`src/hw/exec_config.svh`:
```
// ######################################################################
// Execute pipeline configuration
// Widths and cycle counts for the EX1/EX2 pipeline
// ######################################################################

`ifndef EXEC_CONFIG_SVH
`define EXEC_CONFIG_SVH

// Datapath width
`define EXEC_DATA_W 32

// Multiplier iterations, 8 bits of the multiplier per cycle
`define EXEC_MUL_CYC (`EXEC_DATA_W / 8)

// Hold cycles for SLEEP
`define EXEC_SLEEP_CYC 6

`define EXEC_ZERO_REG 5'd0	// Reads zero, writes dropped

`endif

```
`src/hw/execPkg.sv`:
```
// ######################################################################
// Execute pipeline types
// Opcode encoding shared by both stages and the register id type
// ######################################################################

package execPkg;

	// Micro-op opcodes as presented by the issue side
	typedef enum logic [3:0] {
		NOP   = 4'd0,
		ADD   = 4'd1,
		SUB   = 4'd2,
		AND   = 4'd3,
		OR    = 4'd4,
		XOR   = 4'd5,
		MOVI  = 4'd6,	// Rn = imm
		CMPEQ = 4'd7,	// T only
		CMPGT = 4'd8,	// T only, unsigned
		MUL   = 4'd9,	// Multi-cycle
		SLEEP = 4'd10	// Fixed hold
	} uCmd;

	typedef logic [4:0] regId;	// 32 GPRs

endpackage

```
`src/hw/exStage1.sv`:
```
// ######################################################################
// EX1 stage
// Operand forwarding, ALU and compare, multiplier launch, EX1/EX2 reg
// ######################################################################

`timescale 1ns/1ps
`include "exec_config.svh"

module exStage1 (
	input  logic                    clock,
	input  logic                    rstN,
	input  logic                    hold,	// From EX2, freezes EX1
	input  execPkg::uCmd            opCmd,
	input  execPkg::regId           regIdRs,
	input  execPkg::regId           regIdRt,
	input  execPkg::regId           regIdRn,
	input  logic [`EXEC_DATA_W-1:0] imm,
	input  logic                    braFlush,
	input  logic [`EXEC_DATA_W-1:0] rfValA,
	input  logic [`EXEC_DATA_W-1:0] rfValB,
	input  logic                    wbEn,
	input  execPkg::regId           wbId,
	input  logic [`EXEC_DATA_W-1:0] wbVal,
	output execPkg::uCmd            ex1Cmd,
	output execPkg::regId           ex1Id,
	output logic [`EXEC_DATA_W-1:0] ex1Val,
	output logic                    ex1Flag,
	output logic                    ex1Flush,
	output logic                    mulStart,
	output logic [`EXEC_DATA_W-1:0] mulOpA,
	output logic [`EXEC_DATA_W-1:0] mulOpB,
	output logic                    stallIss
);

	import execPkg::*;

	logic                    ex1Writes;	// EX2 will write ex1Val
	logic                    loadEn;
	logic [`EXEC_DATA_W-1:0] srcA;
	logic [`EXEC_DATA_W-1:0] srcB;
	logic [`EXEC_DATA_W-1:0] aluRes;
	logic                    cmpFlag;

	assign ex1Writes = (ex1Cmd inside {ADD, SUB, AND, OR, XOR, MOVI}) && !ex1Flush &&
		(ex1Id != `EXEC_ZERO_REG);

	// Youngest value wins
	function automatic logic [`EXEC_DATA_W-1:0] fwdSel(
		input regId                    id,
		input logic [`EXEC_DATA_W-1:0] rfVal
	);
		if (ex1Writes && (ex1Id == id))
			return ex1Val;
		else if (wbEn && (wbId == id))
			return wbVal;
		else
			return rfVal;
	endfunction

	assign srcA = fwdSel(regIdRs, rfValA);
	assign srcB = fwdSel(regIdRt, rfValB);

	// MUL result not ready until it leaves EX2
	assign stallIss = (ex1Cmd == MUL) && !ex1Flush && (ex1Id != `EXEC_ZERO_REG) &&
		((ex1Id == regIdRs) || (ex1Id == regIdRt));

	assign loadEn = !hold && !stallIss;

	// Launch on the edge that moves the MUL into EX1
	assign mulStart = loadEn && (opCmd == MUL);
	assign mulOpA   = srcA;
	assign mulOpB   = srcB;

	always_comb begin
		case (opCmd)
			ADD:     aluRes = srcA + srcB;
			SUB:     aluRes = srcA - srcB;
			AND:     aluRes = srcA & srcB;
			OR:      aluRes = srcA | srcB;
			XOR:     aluRes = srcA ^ srcB;
			MOVI:    aluRes = imm;
			default: aluRes = '0;	// CMP, MUL, SLEEP, NOP
		endcase
	end

	assign cmpFlag = (opCmd == CMPEQ) ? (srcA == srcB) : (srcA > srcB);	// Unsigned GT

	// Control part of the EX1/EX2 register
	always_ff @(posedge clock) begin
		if (!rstN) begin
			ex1Cmd   <= NOP;
			ex1Id    <= `EXEC_ZERO_REG;
			ex1Flush <= 1'b0;
		end else if (!hold) begin
			if (stallIss) begin
				ex1Cmd   <= NOP;	// Bubble behind the MUL
				ex1Id    <= `EXEC_ZERO_REG;
				ex1Flush <= 1'b0;
			end else begin
				ex1Cmd   <= opCmd;
				ex1Id    <= regIdRn;
				ex1Flush <= braFlush;
			end
		end
	end

	// Payload
	always_ff @(posedge clock) begin
		if (loadEn) begin
			ex1Val  <= aluRes;
			ex1Flag <= cmpFlag;
		end
	end

endmodule

```
`src/hw/exStage2.sv`:
```
// ######################################################################
// EX2 stage
// Result select, T update, flush squash, multi-cycle hold, WB register
// ######################################################################

`timescale 1ns/1ps
`include "exec_config.svh"

module exStage2 (
	input  logic                    clock,
	input  logic                    rstN,
	input  execPkg::uCmd            ex1Cmd,
	input  execPkg::regId           ex1Id,
	input  logic [`EXEC_DATA_W-1:0] ex1Val,
	input  logic                    ex1Flag,
	input  logic                    ex1Flush,
	input  logic [`EXEC_DATA_W-1:0] mulProduct,
	input  logic                    mulDone,
	output logic                    hold,
	output logic                    wbEn,
	output execPkg::regId           wbId,
	output logic [`EXEC_DATA_W-1:0] wbVal,
	output logic                    statusT
);

	import execPkg::*;

	localparam int cntW = $clog2(`EXEC_SLEEP_CYC + 1);

	logic [cntW-1:0]         holdCnt;
	logic                    sleepHold;
	logic                    mulHold;
	logic                    opWrites;
	logic                    setT;
	regId                    resId;
	logic [`EXEC_DATA_W-1:0] resVal;

	// Flushed ops still hold, they only lose their effects
	assign sleepHold = (ex1Cmd == SLEEP) && (holdCnt < cntW'(`EXEC_SLEEP_CYC));
	assign mulHold   = (ex1Cmd == MUL) && !mulDone;
	assign hold      = sleepHold || mulHold;

	assign opWrites = ex1Cmd inside {ADD, SUB, AND, OR, XOR, MOVI, MUL};
	assign resId    = ex1Flush ? `EXEC_ZERO_REG : ex1Id;	// Squash to R0
	assign resVal   = (ex1Cmd == MUL) ? mulProduct : ex1Val;
	assign setT     = (ex1Cmd inside {CMPEQ, CMPGT}) && !ex1Flush;

	// Counts hold cycles of a SLEEP, clears when it retires
	always_ff @(posedge clock) begin
		if (!rstN)
			holdCnt <= '0;
		else if (sleepHold)
			holdCnt <= holdCnt + ((holdCnt != '1) ? 1'b1 : 1'b0);
		else
			holdCnt <= '0;
	end

	always_ff @(posedge clock) begin
		if (!rstN) begin
			wbEn    <= 1'b0;
			wbId    <= `EXEC_ZERO_REG;
			statusT <= 1'b0;
		end else begin
			wbEn <= opWrites && !hold && (resId != `EXEC_ZERO_REG);	// Bubble while held
			wbId <= resId;
			if (setT)
				statusT <= ex1Flag;
		end
	end

	always_ff @(posedge clock) begin
		wbVal <= resVal;
	end

endmodule

```
`src/hw/execCore.sv`:
```
// ######################################################################
// Execute core top
// EX1 and EX2 stages around the register file and the multiplier
// ######################################################################

`timescale 1ns/1ps
`include "exec_config.svh"

module execCore (
	input  logic                    clock,
	input  logic                    rstN,
	input  execPkg::uCmd            opCmd,
	input  execPkg::regId           regIdRs,
	input  execPkg::regId           regIdRt,
	input  execPkg::regId           regIdRn,
	input  logic [`EXEC_DATA_W-1:0] imm,
	input  logic                    braFlush,
	output logic                    hold,	// Issue side waits
	output logic                    wbEn,
	output execPkg::regId           wbId,
	output logic [`EXEC_DATA_W-1:0] wbVal,
	output logic                    statusT
);

	import execPkg::*;

	logic [`EXEC_DATA_W-1:0] rfValA;
	logic [`EXEC_DATA_W-1:0] rfValB;
	uCmd                     ex1Cmd;
	regId                    ex1Id;
	logic [`EXEC_DATA_W-1:0] ex1Val;
	logic                    ex1Flag;
	logic                    ex1Flush;
	logic                    mulStart;
	logic [`EXEC_DATA_W-1:0] mulOpA;
	logic [`EXEC_DATA_W-1:0] mulOpB;
	logic [`EXEC_DATA_W-1:0] mulProduct;
	logic                    mulDone;
	logic                    stallIss;
	logic                    ex2Hold;

	assign hold = ex2Hold || stallIss;	// Dependent op behind a MUL also waits

	regFile uRegFile (
		.clock  (clock),
		.rstN   (rstN),
		.rdIdA  (regIdRs),
		.rdIdB  (regIdRt),
		.rdValA (rfValA),
		.rdValB (rfValB),
		.wrEn   (wbEn),
		.wrId   (wbId),
		.wrVal  (wbVal)
	);

	mulUnit uMulUnit (
		.clock   (clock),
		.rstN    (rstN),
		.start   (mulStart),
		.opA     (mulOpA),
		.opB     (mulOpB),
		.product (mulProduct),
		.done    (mulDone)
	);

	exStage1 uExStage1 (
		.clock    (clock),
		.rstN     (rstN),
		.hold     (ex2Hold),
		.opCmd    (opCmd),
		.regIdRs  (regIdRs),
		.regIdRt  (regIdRt),
		.regIdRn  (regIdRn),
		.imm      (imm),
		.braFlush (braFlush),
		.rfValA   (rfValA),
		.rfValB   (rfValB),
		.wbEn     (wbEn),
		.wbId     (wbId),
		.wbVal    (wbVal),
		.ex1Cmd   (ex1Cmd),
		.ex1Id    (ex1Id),
		.ex1Val   (ex1Val),
		.ex1Flag  (ex1Flag),
		.ex1Flush (ex1Flush),
		.mulStart (mulStart),
		.mulOpA   (mulOpA),
		.mulOpB   (mulOpB),
		.stallIss (stallIss)
	);

	exStage2 uExStage2 (
		.clock      (clock),
		.rstN       (rstN),
		.ex1Cmd     (ex1Cmd),
		.ex1Id      (ex1Id),
		.ex1Val     (ex1Val),
		.ex1Flag    (ex1Flag),
		.ex1Flush   (ex1Flush),
		.mulProduct (mulProduct),
		.mulDone    (mulDone),
		.hold       (ex2Hold),
		.wbEn       (wbEn),
		.wbId       (wbId),
		.wbVal      (wbVal),
		.statusT    (statusT)
	);

endmodule

```
`src/hw/mulUnit.sv`:
```
// ######################################################################
// Iterative multiplier
// Shift-add over 8 multiplier bits per cycle, low word of the product
// ######################################################################

`timescale 1ns/1ps
`include "exec_config.svh"

module mulUnit (
	input  logic                    clock,
	input  logic                    rstN,
	input  logic                    start,	// Loads operands, restarts
	input  logic [`EXEC_DATA_W-1:0] opA,
	input  logic [`EXEC_DATA_W-1:0] opB,
	output logic [`EXEC_DATA_W-1:0] product,
	output logic                    done	// Held until next start
);

	localparam int cntW = $clog2(`EXEC_MUL_CYC + 1);

	logic [`EXEC_DATA_W-1:0] mcand;		// Shifts left 8 per step
	logic [`EXEC_DATA_W-1:0] mplier;	// Shifts right 8 per step
	logic [`EXEC_DATA_W-1:0] acc;
	logic [`EXEC_DATA_W-1:0] partProd;
	logic [cntW-1:0]         iterCnt;
	logic                    busy;

	// One byte of the multiplier per cycle, upper bits fall off
	assign partProd = mcand * {{(`EXEC_DATA_W-8){1'b0}}, mplier[7:0]};
	assign product  = acc;

	always_ff @(posedge clock) begin
		if (!rstN) begin
			busy    <= 1'b0;
			done    <= 1'b0;
			iterCnt <= '0;
		end else if (start) begin
			busy    <= 1'b1;
			done    <= 1'b0;
			iterCnt <= '0;
		end else if (busy) begin
			iterCnt <= iterCnt + 1'b1;
			if (iterCnt == cntW'(`EXEC_MUL_CYC - 1)) begin
				busy <= 1'b0;	// Last byte
				done <= 1'b1;
			end
		end
	end

	// Datapath
	always_ff @(posedge clock) begin
		if (start) begin
			acc    <= '0;
			mcand  <= opA;
			mplier <= opB;
		end else if (busy) begin
			acc    <= acc + partProd;
			mcand  <= mcand << 8;
			mplier <= mplier >> 8;
		end
	end

endmodule

```
`src/hw/regFile.sv`:
```
// ######################################################################
// Register file
// 32 GPRs with two async read ports and one sync write port
// ######################################################################

`timescale 1ns/1ps
`include "exec_config.svh"

module regFile (
	input  logic                    clock,
	input  logic                    rstN,
	input  execPkg::regId           rdIdA,	// Rs port
	input  execPkg::regId           rdIdB,	// Rt port
	output logic [`EXEC_DATA_W-1:0] rdValA,
	output logic [`EXEC_DATA_W-1:0] rdValB,
	input  logic                    wrEn,
	input  execPkg::regId           wrId,
	input  logic [`EXEC_DATA_W-1:0] wrVal
);

	logic [`EXEC_DATA_W-1:0] regs [32];

	// No bypass here, EX1 forwards from the writeback register
	assign rdValA = (rdIdA == `EXEC_ZERO_REG) ? '0 : regs[rdIdA];
	assign rdValB = (rdIdB == `EXEC_ZERO_REG) ? '0 : regs[rdIdB];

	always_ff @(posedge clock) begin
		if (!rstN) begin
			for (int i = 0; i < 32; i++)
				regs[i] <= '0;
		end else if (wrEn && (wrId != `EXEC_ZERO_REG)) begin
			regs[wrId] <= wrVal;	// R0 writes dropped
		end
	end

endmodule

```
`config.mk`:
```
export PLATFORM = sky130hd
export DESIGN_NAME = execCore
export DESIGN_NICKNAME = d
export VERILOG_FILES = /design/src/hw/execPkg.sv /design/src/hw/exStage1.sv /design/src/hw/exStage2.sv /design/src/hw/execCore.sv /design/src/hw/mulUnit.sv /design/src/hw/regFile.sv
export VERILOG_INCLUDE_DIRS = /design/src /design/src/hw
export SDC_FILE = /design/constraint.sdc
export NUM_CORES = 2
export LEC_CHECK = 0
export BUFFER_PORTS_ARGS = -buffer_cell sky130_fd_sc_hd__buf_2
export CAP_MARGIN = 20
export CORE_ASPECT_RATIO = 1.2
export CORE_MARGIN = 2
export CORE_UTILIZATION = 26
export CTS_CLUSTER_DIAMETER = 40
export DETAILED_ROUTE_END_ITERATION = 10
export GPL_TIMING_DRIVEN = 0
export PLACE_DENSITY = 0.43
export SLEW_MARGIN = 20
export SYNTH_ARGS = -nofsm -noshare
export SYNTH_HDL_FRONTEND = slang
export SYNTH_SLANG_ARGS = --single-unit
```
`constraint.sdc`:
```
create_clock -name clock -period 7.1 [get_ports clock]
set_input_delay 0.355 -clock clock [delete_from_list [all_inputs] [get_ports clock]]
set_output_delay 0.355 -clock clock [all_outputs]
set_load 0.02 [all_outputs]
```
==> impl_metrics.csv <==
group,metric,value,unit
synth,ys_seq_elements,1210,
outcome,violations,"setup timing",
clock_network,cts_num_sinks,1210,
place,place_ws,-2.072,ns
die,core_area,285400,sq um
critical_path,startpoint,"regIdRs[1]",
critical_path,worstPathRequired,7.76,ns
cells_and_area,fill_cells,28430,
sta,final.setup.worst_slack,-0.03950,ns
sta,fin_crit_sh,100.6,%
die,die_y,590.3,um
routing,wirelength,372600,um
worst_hold_path,hp-class,"in -> reg",
clock_network,h-tree-depth,5,
grt,grtUsageTotal,25.09,%
die,start_util,26.10,%
sta,finalSetupViolations,2,
outcome,status,"finished with violations",
clock_network,clockBufferDepth,4,
cells_and_area,seqCellArea,35450,sq um
critical_path,path_max_fanout,10,
die,fp.dieW,492.6,um
sta,slew_headroom,8.547,%
die,num_rows,215,
routing,vias,55510,
worst_hold_path,min_from,"imm[16]",
cells_and_area,area.growth.synth_to_final,23.51,%
grt,antenna_found_initial,29,
run,cap_viol_max_count,0,
grt,grt_overflow,0,
die,dieArea,290800,sq um
clock_network,cts_tree,"built",
place,dp_hpwl,284000,um
grt,grt_pass1_wl,492200,um
pwr,p_leak,0.03494,uW
synth,ys_seq_area_share,47.58,%
place,gp_congestion,1.091,
grt,grt_max_degree,51,
cells_and_area,multi_input_area,36150,sq um
critical_path,critical_path_arrival,7.80,ns
sta,grt_setup_unrepaired,"false",
place,place_inst,9896,
synth,synth_edf_count,1121,
clock_network,clk_pin_slew,0.05,ns
critical_path,cp-end-kind,"flip-flop",
routing,dr.first_iter.drc_count,6737,
routing,ant_nets,0,
pwr,pwr_density_cell,329.4,nW/um^2
die,pin_count,94,
sta,min_period,7.139,ns
cells_and_area,final_cells,10430,
routing,dr.pass1.iters,6,
routing,post_drt_wl_per_cell,35.73,um
clock_network,clkLatencyLatePin,0.96,ns
grt,grt_pass1_vias,56480,
routing,viasPerCell,5.323,
place,io_buffers,85,
cells_and_area,fin_util,32.23,%
synth,synthArstFlopShare,0,%
synth,syn_area_per_cell,12.62,sq um
routing,post-route-drc-count,0,
synth,synth_ff_type,"edfxtp_1",
cells_and_area,drive_above_1_share,21.73,%
sta,fin_hold_ws,0.04770,ns
clock_network,cts_root_buf,"clkbuf_16",
synth,syn-instance-count,5903,
critical_path,rr_startpoint,"uExStage2.wbId[4]$_SDFF_PN0_",
sta,skew,0.1201,ns
synth,synth.distinct_cells,84,
synth,synth_warnings,0,
cells_and_area,layout.nets,6806,
sta,fmax,140.1,MHz
sta,worst_pin_slew,1.357,ns
synth,syn_area,74490,sq um
pwr,max-vdd-ir-drop,292.0,uV
critical_path,worst_setup_path_start_kind,"input port",
sta,finalHoldViolCount,0,
clock_network,cts_made_buffers,284,
critical_path,criticalPathCategory,"in -> reg",
sta,slew_violations,0,
pwr,total_power,30310,uW
## per-layer routing
metal  track usage, %  share of wire [%]
met1            29.17                 37
met2            40.57                 47
met3            6.151                8.3
met5                0              0.066
met4            17.72                8.3
## through the flow
stage | instance area (sq um) | setup TNS [ns]
global placement | 79780 | -884.64
global route | 91980 | 0
floorplan | 74610 | 0
CTS | 91840 | 0
detailed placement | 82200 | -24.80
finish | 92000 | -0.06917
## path summary, 6_finish.rpt
check,end,slack [ns],depth (start not counted)
worst min register to register,uMulUnit.iterCnt[2]$_SDFFE_PP0P_,0.49,2
worst min-delay path,uExStage1.ex1Val[16]$_DFFE_PP_,0.05,3
worst max register to register,uExStage1.ex1Val[26]$_DFFE_PP_,0.08,22
worst max-delay path,uExStage1.ex1Flag$_DFFE_PP_,-0.04,22
## cell usage in the layout, fill, tap and decap left out, drive strengths merged, types with 18 or more instances in the layout
master,instances
and2,1123
edfxtp,1121
clkbuf,696
mux4,474
inv,365
buf,317
nand2,290
nor2,256
a21oi,217
mux2i,212
fa,188
o21ai,183
ha,142
mux2,93
dfxtp,89
clkinv,82
o22ai,71
o221ai,59
a221oi,58
nor3,38
xnor2,33
dlygate4sd3,33
nand3,32
bufinv,32
conb,32
o311ai,26
xor2,24
a22o,24
o211ai,23
clkinvlp,21
a31oi,20
a22oi,19
nor2b,18
## flip-flops by register name, indices dropped and copies added, names as in the netlist
signal,count
uExStage1.ex1Id,5
uExStage1.ex1Val,32
uExStage1.ex1Flag,1
uExStage2.wbEn,1
uMulUnit.mcand,32
uMulUnit.mplier,32
uExStage2.statusT,1
uMulUnit.product,32
uMulUnit.done,1
uExStage2.wbId,5
uExStage1.ex1Flush,1
uExStage2.wbVal,32
uMulUnit.iterCnt,3
uRegFile.regs,1024
uExStage2.holdCnt,3
uExStage1.ex1Cmd,4
uMulUnit.busy,1
## layout make-up
cell class	count	share of cell area, %
Multi-Input combinational cell	3866	39.30
Sequential cell	1210	38.53
Clock buffer	327	8.022
Tap cell	3797	5.164
Timing Repair Buffer	202	3.006
Buffer	517	2.599
Clock inverter	159	1.962
Inverter	341	1.394
Antenna cell	10	0.02720
## report_power, final
| group | switching [uW] | internal, uW |
|---|---|---|
| registers | 853 | 8240 |
| logic | 5340 | 2970 |
| clock network | 4340 | 8570 |
| total | 10500 | 19800 |
## cells by family after synthesis
logic type | synth area share [%]
other | 0.005034
flip-flops | 47.58
buffers and inverters | 4.791
multiplexers | 18.59
adder cells (fa/ha/maj) | 7.438
XOR/XNOR | 0.6702
AO/OA/AOI/OAI | 7.354
AND/OR/NAND/NOR | 13.57
## worst max-delay path: stages
cell and delay, ns:
buf_2 0.29, buf_2 0.28, buf_4 0.27, buf_4 0.34, buf_2 0.65, mux4_2 0.42
a21oi_1 0.08, a21oi_1 0.30, nor3_1 0.20, o311ai_0 1.09, o21ai_0 0.57, inv_1 0.21
ha_1 0.29, clkbuf_1 0.25, nor4_1 0.46, nand3_1 0.18, o2111ai_1 0.21, o31ai_2 0.16
o31ai_2 0.40, a21oi_1 0.15, o21ba_2 0.22, o21ai_2 0.35
## what timing repair did
action | 4_1_cts | 5_1_grt
setup buffers | 0 | 2
endpoints found under the setup margin | 15 | 13
endpoints found under the hold margin | 33 | 0
pin swaps | 0 | 1
gates resized for setup | 30 | 36
hold buffers | 33 | 0
## cells in the mapped netlist (6+ instances only)
| cell | instances | area (sq um) |
|---|---|---|
| clkbuf_1 | 364 | 1366 |
| nor3_1 | 37 | 185.2 |
| ha_1 | 142 | 1777 |
| nor2b_1 | 18 | 112.6 |
| nand2b_1 | 15 | 93.84 |
| edfxtp_1 | 1121 | 33660 |
| inv_1 | 341 | 1280 |
| mux2_2 | 93 | 1047 |
| o21ai_1 | 11 | 55.05 |
| a21o_1 | 17 | 127.6 |
| and2_1 | 1123 | 7025 |
| xnor2_1 | 33 | 289.0 |
| a22oi_1 | 18 | 135.1 |
| fa_1 | 188 | 3764 |
| xor2_1 | 24 | 210.2 |
| buf_2 | 67 | 335.3 |
| o311ai_0 | 26 | 227.7 |
| nand3b_1 | 6 | 45.04 |
| buf_6 | 13 | 146.4 |
| mux4_2 | 474 | 10680 |
| a211oi_1 | 16 | 120.1 |
| a221oi_1 | 57 | 499.2 |
| o21bai_1 | 13 | 97.59 |
| and3_1 | 11 | 68.82 |
| o31ai_1 | 7 | 52.55 |
| dfxtp_1 | 89 | 1782 |
| buf_4 | 44 | 330.3 |
| o211ai_1 | 23 | 172.7 |
| or2_2 | 6 | 37.54 |
| a211o_1 | 10 | 87.58 |
| o22ai_1 | 71 | 444.2 |
| o21a_1 | 10 | 75.07 |
| or3_1 | 13 | 81.33 |
| mux2i_1 | 212 | 2122 |
| o21ai_0 | 171 | 855.8 |
| a21oi_1 | 217 | 1086 |
| a31oi_1 | 18 | 112.6 |
| buf_1 | 28 | 105.1 |
| o221ai_1 | 59 | 516.8 |
| nand2_1 | 290 | 1089 |
| nor4_1 | 10 | 62.56 |
| nor2_1 | 256 | 960.9 |
| a22o_1 | 24 | 210.2 |
| nand3_1 | 32 | 160.2 |
(Power assumes the default switching activity.)
